`src/rtl/dacPkg.sv`:
```
package dacPkg;

    // cell counts of the segmented array
    localparam int NumBinaryCells = 6;                    // binary weighted LSB segment
    localparam int NumThermCells  = 15;                   // unary MSB segment
    localparam int NumCells       = NumBinaryCells + NumThermCells;

    localparam int CurrentWidth = 11;                     // enough for the 1023 LSB full scale
    localparam int CalSelWidth  = 5;                      // covers select values 0 to 31

    // current count in units of the LSB cell
    typedef logic [CurrentWidth-1:0] current_t;

    // one thermometer cell carries the whole binary range plus one
    localparam current_t ThermWeight = current_t'(1 << NumBinaryCells);

    typedef logic [NumBinaryCells-1:0] binCode_t;         // binary code word
    typedef logic [NumThermCells-1:0]  thermCode_t;       // thermometer code word
    typedef logic [CalSelWidth-1:0]    calSel_t;          // 0 means no cell under calibration

    // where a unit cell sends its current
    typedef enum logic [1:0] {
        steerOff,                                         // cell disabled, no current anywhere
        steerPos,                                         // current to iOut
        steerNeg,                                         // current to iOutB
        steerCal                                          // current to iCal only
    } steer_e;

    // registered contribution of a single cell
    typedef struct packed {
        current_t posCurrent;
        current_t negCurrent;
        current_t calCurrent;
    } cellOut_t;

    // per word status that travels beside the currents
    typedef struct packed {
        logic active;                                     // word was powered up
        logic fault;                                      // at least one illegal pair
    } frameInfo_t;

endpackage

```
`src/rtl/dacCodeDecoder.sv`:
```
`timescale 1ns/1ps

module dacCodeDecoder (
    input  logic               clk,
    input  logic               reset,
    input  dacPkg::binCode_t   dataIn,
    input  dacPkg::binCode_t   dataInB,
    input  dacPkg::thermCode_t dataTherm,
    input  dacPkg::thermCode_t dataThermB,
    input  dacPkg::calSel_t    calSelect,
    input  logic               powerDownB,
    output dacPkg::steer_e     cellCmd [dacPkg::NumCells],
    output dacPkg::frameInfo_t frameInfo
);

    // input sampling stage
    dacPkg::binCode_t   binReg;
    dacPkg::binCode_t   binBReg;
    dacPkg::thermCode_t thermReg;
    dacPkg::thermCode_t thermBReg;
    dacPkg::calSel_t    calSelReg;
    logic               powerUpReg;

    // per cell view of the sampled word, binary cells first
    logic [dacPkg::NumCells-1:0] cellBit;
    logic [dacPkg::NumCells-1:0] cellBitB;
    logic [dacPkg::NumCells-1:0] pairBad;
    logic [dacPkg::NumCells-1:0] calHit;

    dacPkg::steer_e     nextCmd [dacPkg::NumCells];
    dacPkg::frameInfo_t nextFrame;

    always_ff @(posedge clk) begin
        if (reset) begin
            binReg     <= '0;
            binBReg    <= '0;
            thermReg   <= '0;
            thermBReg  <= '0;
            calSelReg  <= '0;
            powerUpReg <= 1'b0;                           // comes out of reset powered down
        end else begin
            binReg     <= dataIn;
            binBReg    <= dataInB;
            thermReg   <= dataTherm;
            thermBReg  <= dataThermB;
            calSelReg  <= calSelect;
            powerUpReg <= powerDownB;
        end
    end

    assign cellBit  = {thermReg, binReg};                 // cell k is binary bit k for k < 6
    assign cellBitB = {thermBReg, binBReg};
    assign pairBad  = ~(cellBit ^ cellBitB);              // true and complement must differ

    // select value s picks cell s-1, anything above NumCells matches nothing
    always_comb begin
        for (int i = 0; i < dacPkg::NumCells; i++) begin
            calHit[i] = (calSelReg == dacPkg::calSel_t'(i + 1));
        end
    end

    // steering priority: power-down, bad pair, calibration, then the data bit
    always_comb begin
        for (int i = 0; i < dacPkg::NumCells; i++) begin
            if (!powerUpReg) begin
                nextCmd[i] = dacPkg::steerOff;
            end else if (pairBad[i]) begin
                nextCmd[i] = dacPkg::steerOff;            // illegal pair delivers nothing
            end else if (calHit[i]) begin
                nextCmd[i] = dacPkg::steerCal;
            end else if (cellBit[i]) begin
                nextCmd[i] = dacPkg::steerPos;
            end else begin
                nextCmd[i] = dacPkg::steerNeg;
            end
        end
    end

    always_comb begin
        nextFrame.active = powerUpReg;
        nextFrame.fault  = powerUpReg & (|pairBad);       // no fault reported while powered down
    end

    always_ff @(posedge clk) begin
        if (reset) begin
            for (int i = 0; i < dacPkg::NumCells; i++) begin
                cellCmd[i] <= dacPkg::steerOff;
            end
            frameInfo <= '0;
        end else begin
            for (int i = 0; i < dacPkg::NumCells; i++) begin
                cellCmd[i] <= nextCmd[i];
            end
            frameInfo <= nextFrame;
        end
    end

endmodule

```
`src/rtl/steeringCell.sv`:
```
`timescale 1ns/1ps

module steeringCell #(
    parameter dacPkg::current_t Weight = dacPkg::current_t'(1)  // current of this cell in LSB units
) (
    input  logic             clk,
    input  logic             reset,
    input  dacPkg::steer_e   cmd,
    output dacPkg::cellOut_t contribution
);

    dacPkg::cellOut_t nextOut;

    // the cell current lands on one rail only, the others stay at zero
    always_comb begin
        nextOut = '0;
        case (cmd)
            dacPkg::steerPos: begin
                nextOut.posCurrent = Weight;
            end
            dacPkg::steerNeg: begin
                nextOut.negCurrent = Weight;
            end
            dacPkg::steerCal: begin
                nextOut.calCurrent = Weight;              // isolated from both outputs
            end
            default: begin
                nextOut = '0;                             // steerOff, cell switched away
            end
        endcase
    end

    always_ff @(posedge clk) begin
        if (reset) begin
            contribution <= '0;
        end else begin
            contribution <= nextOut;
        end
    end

endmodule

```
`src/rtl/outputCombiner.sv`:
```
`timescale 1ns/1ps

module outputCombiner (
    input  logic               clk,
    input  logic               reset,
    input  dacPkg::cellOut_t   cellCurrents [dacPkg::NumCells],
    input  dacPkg::frameInfo_t frameInfo,
    output dacPkg::current_t   iOut,
    output dacPkg::current_t   iOutB,
    output dacPkg::current_t   iCal,
    output logic               outputActive,
    output logic               pairFault
);

    dacPkg::current_t   posSum;
    dacPkg::current_t   negSum;
    dacPkg::current_t   calSum;
    dacPkg::frameInfo_t frameDelay;                       // flags of the word now held in the cells

    // summing node of each rail, full scale fits in current_t
    always_comb begin
        posSum = '0;
        negSum = '0;
        calSum = '0;
        for (int i = 0; i < dacPkg::NumCells; i++) begin
            posSum = posSum + cellCurrents[i].posCurrent;
            negSum = negSum + cellCurrents[i].negCurrent;
            calSum = calSum + cellCurrents[i].calCurrent;
        end
    end

    always_ff @(posedge clk) begin
        if (reset) begin
            iOut  <= '0;
            iOutB <= '0;
            iCal  <= '0;
        end else begin
            iOut  <= posSum;
            iOutB <= negSum;
            iCal  <= calSum;
        end
    end

    // flags wait one stage for the cells and one for the sums
    always_ff @(posedge clk) begin
        if (reset) begin
            frameDelay   <= '0;
            outputActive <= 1'b0;
            pairFault    <= 1'b0;
        end else begin
            frameDelay   <= frameInfo;
            outputActive <= frameDelay.active;
            pairFault    <= frameDelay.fault;
        end
    end

endmodule

```
`src/rtl/currentSteeringDac.sv`:
```
`timescale 1ns/1ps

module currentSteeringDac (
    input  logic               clk,
    input  logic               reset,
    input  dacPkg::binCode_t   dataIn,
    input  dacPkg::binCode_t   dataInB,
    input  dacPkg::thermCode_t dataTherm,
    input  dacPkg::thermCode_t dataThermB,
    input  dacPkg::calSel_t    calSelect,
    input  logic               powerDownB,
    output dacPkg::current_t   iOut,
    output dacPkg::current_t   iOutB,
    output dacPkg::current_t   iCal,
    output logic               outputActive,
    output logic               pairFault
);

    dacPkg::steer_e     cellCmd      [dacPkg::NumCells];
    dacPkg::cellOut_t   cellCurrents [dacPkg::NumCells];
    dacPkg::frameInfo_t frameInfo;

    dacCodeDecoder uDecoder (
        .clk        (clk),
        .reset      (reset),
        .dataIn     (dataIn),
        .dataInB    (dataInB),
        .dataTherm  (dataTherm),
        .dataThermB (dataThermB),
        .calSelect  (calSelect),
        .powerDownB (powerDownB),
        .cellCmd    (cellCmd),
        .frameInfo  (frameInfo)
    );

    // binary cells weigh 2^k, every thermometer cell weighs ThermWeight
    for (genvar k = 0; k < dacPkg::NumCells; k++) begin : gCell
        steeringCell #(
            .Weight ((k < dacPkg::NumBinaryCells) ? dacPkg::current_t'(1 << k)
                                                  : dacPkg::ThermWeight)
        ) uCell (
            .clk          (clk),
            .reset        (reset),
            .cmd          (cellCmd[k]),
            .contribution (cellCurrents[k])
        );
    end

    outputCombiner uCombiner (
        .clk          (clk),
        .reset        (reset),
        .cellCurrents (cellCurrents),
        .frameInfo    (frameInfo),
        .iOut         (iOut),
        .iOutB        (iOutB),
        .iCal         (iCal),
        .outputActive (outputActive),
        .pairFault    (pairFault)
    );

endmodule

```
`config.mk`:
```
export PLATFORM = sky130hd
export DESIGN_NAME = currentSteeringDac
export DESIGN_NICKNAME = d
export VERILOG_FILES = /design/src/rtl/dacPkg.sv /design/src/rtl/dacCodeDecoder.sv /design/src/rtl/steeringCell.sv /design/src/rtl/outputCombiner.sv /design/src/rtl/currentSteeringDac.sv
export SDC_FILE = /design/constraint.sdc
export NUM_CORES = 1
export LEC_CHECK = 0
export BUFFER_PORTS_ARGS = -buffer_cell sky130_fd_sc_hd__buf_2
export CAP_MARGIN = 10
export CORE_MARGIN = 3
export CORE_UTILIZATION = 50
export CTS_CLUSTER_DIAMETER = 120
export CTS_CLUSTER_SIZE = 40
export DETAILED_ROUTE_END_ITERATION = 10
export GPL_TIMING_DRIVEN = 0
export PLACE_DENSITY = 0.7
export SLEW_MARGIN = 30
export SYNTH_ARGS = -nofsm -noshare
export SYNTH_HDL_FRONTEND = slang
export SYNTH_SLANG_ARGS = --single-unit
```
`constraint.sdc`:
```
create_clock -name clk -period 6.7 [get_ports clk]
set_input_delay 0.67 -clock clk [delete_from_list [all_inputs] [get_ports clk]]
set_output_delay 0.67 -clock clk [all_outputs]
set_load 0.05 [all_outputs]
```
==> metrics.txt <==
Vias 4676; setup TNS 0 ns; CP Launch Type flop; P&R area growth vs syn 17.10%; Initial DRT Pass Iterations 4; Crit path max-delay family adder cells; crit path buf inv count 4; initial core utilization 0.5163; kind of critical path flop to flop; clk buf depth 2; port bufs 84; sequential fraction of the synthesis area 0.5302; Diodes inserted 0; Cells after Synth 696; Die H 126.4 um; final worst slack 2.806 ns; CORE AREA 14040 um^2; CTS buffer count 17; Hold Path Sink gCell[2].uCell.contribution[13]; CP Max Fanout 1; nets@finish 912; pwr dens 267.5 nW/um^2; Final min period 3.894 ns; CTS Hold Bufs 0; Max-Cap Viols 0; Worst VDD drop 202.5 uV; fin. max-slew vios 0; Post-DP HPWL 10650 um; commonest non-fill, non-tap cell in the layout dfxtp_1; hold path depth 1; number of setup violations in the final report 0; die area 15980 um^2; CTS sink cnt 192; Die X 126.4 um; htree depth 4; period utilization 0.5812; crit end category flop; routed len/inst 13.76 um; # DRC 0; RSZ-0062 raised after global routing false; row cnt 43; initial antenna violation count 0; syn_area_per_cell 10.42 um^2; Max Freq 0.2568 GHz; Final Hold Fails 0; DRT Wirelength 13650 um; RR Endpoint uCombiner.iOutB[10]; Yosys reg bits 192; WP data arrival 4.18 ns; HP Class flop to flop; initial DRC count 204; Worst EP required 6.99 ns; Routability Congestion 0.9647; vias in the first global route 4764; post-synthesis cell type count 29; FF-to-FF Start gCell[11].uCell.contribution[17]; clk_lat worst skew 0.43 ns; Slew @ Worst Pin 0.7871 ns; Synth Net Count 809; first-pass GRT wire length 22490 um; Worst path slowest cell fa_1; Clock transition at path regs 0.07 ns; crit-path max cell delay 0.52 ns; pre-CTS WS 2.814 ns; overflow left after global routing 0; DRT antenna net count 0; CTS tree yes; pin count of the biggest net entering global routing 17; hold_sp uDecoder.cellCmd[36]; commonest cells after routing, fill and taps aside dfxtp_1, nor2b_1, inv_1; post-cts resize count 0; vias per inst 4.714; cell mode on critical path fa_1; r2r worst-path depth 14; Top Ports 85; status completed; share of cells above drive strength 1 0.1429; Root Buffer Master clkbuf_16; reg2reg setup slack 2.81 ns; GR Util All Layers 0.1796; Critical Path, Cell by Cell inv_1, fa_1, inv_1, ha_1, inv_1, fa_1, fa_1, fa_1, inv_1, ha_1, ha_1, fa_1, xnor2_1, nor2_1; Yosys Warn Count 0; Post-CTS Setup Bufs 0; Final Skew 0.007775 ns; P_leak 3.813 nW; Total Power 2.271 mW; worst rel slew slack 0.4753; mapped cell area 7249 um^2
## worst max-delay path by stage
stage | start | endpoint | slack [ns] | cells past startpoint
after detailed placement | gCell[11].uCell.contribution[17] | uCombiner.iOutB[10] | 2.81 | 14
final | gCell[11].uCell.contribution[17] | uCombiner.iOutB[10] | 2.81 | 14
after global routing | gCell[8].uCell.contribution[28] | uCombiner.iOut[10] | 2.64 | 15
after floorplan | gCell[11].uCell.contribution[17] | uCombiner.iOutB[10] | 2.97 | 14
after CTS | gCell[11].uCell.contribution[17] | uCombiner.iOutB[10] | 2.79 | 14
after global placement | gCell[11].uCell.contribution[17] | uCombiner.iOutB[10] | 2.88 | 14
## final cells by class
cell class	count	area (um^2)
Buffer	22	86.33
Clock buffer	24	491.7
Clock inverter	8	102.6
Fill cell	1158	5553
Inverter	93	349.1
Multi-Input combinational cell	389	2970
Sequential cell	192	3844
Tap cell	180	225.2
Timing Repair Buffer	84	420.4
## logic make-up after synthesis
group / count (synthesis) / synth area share
buf+inv: 115 / 0.06006
xor+xnor: 5 / 0.006042
simple gates: 269 / 0.2280
fa+ha+maj: 63 / 0.1367
compound gates: 52 / 0.03901
flops: 192 / 0.5302
## state kept, by name, indices dropped and copies added, names as in the netlist, 5 cells and up
name,cells
uDecoder.cellCmd,42
uDecoder.calSelReg,5
uCombiner.iOut,11
gCell.uCell.contribution,63
uCombiner.iCal,11
uDecoder.binReg,6
uDecoder.binBReg,6
uCombiner.iOutB,11
uDecoder.thermBReg,15
uDecoder.thermReg,15
## metrics by stage
stage | hold slack, ns | std cells | util | instance area (um^2)
6_report | 0.4304 | 992 | 0.6046 | 8489
5_1_grt | 0.4395 | 992 | 0.6046 | 8489
4_1_cts | 0.4291 | 992 | 0.6046 | 8489
3_5_place_dp | 0.4177 | 960 | 0.5622 | 7895
3_3_place_gp | 0.4150 | 960 | 0.5622 | 7895
2_1_floorplan | 0.4029 | 696 | - | 7249
## cells in the mapped netlist
master	count	area (um^2)
a2bb2o_1	1	10.01
and3b_1	21	183.9
nand2_1	3	11.26
buf_1	3	11.26
o21a_1	1	7.510
xor2_1	2	17.52
nor4_1	2	12.51
or3b_4	1	11.26
nand2b_1	15	93.84
a21oi_1	41	205.2
nor2b_1	112	700.7
a31oi_1	1	6.260
nand3b_1	2	15.01
nor3_2	1	10.01
nor2_1	52	195.2
ha_1	36	450.4
inv_1	93	349.1
a221o_1	1	10.01
buf_4	1	7.510
nor3_1	9	45.04
or3_1	3	18.77
xnor2_1	3	26.28
nor3b_1	43	322.8
o22ai_1	7	43.79
clkbuf_1	18	67.56
nand3_1	3	15.01
dfxtp_1	192	3844
fa_1	27	540.5
or3b_1	2	17.52
## where the power goes
part           leakage, nW  internal, mW  switching, mW
clock network        0.287         0.590          0.398
logic                 1.96        0.0432         0.0609
registers             1.56          1.17         0.0135
total                 3.81          1.80          0.473
## routing by layer
layer / track usage / vias up / part of all wire
met3: 0.04253 / 33 / 0.049
met2: 0.2951 / 148 / 0.46
met4: 0.08580 / 0 / 0.034
met5: 0 / - / 0
met1: 0.2234 / 2103 / 0.45
li1: - / 2392 / -
Power figures use the tool's default switching activity.
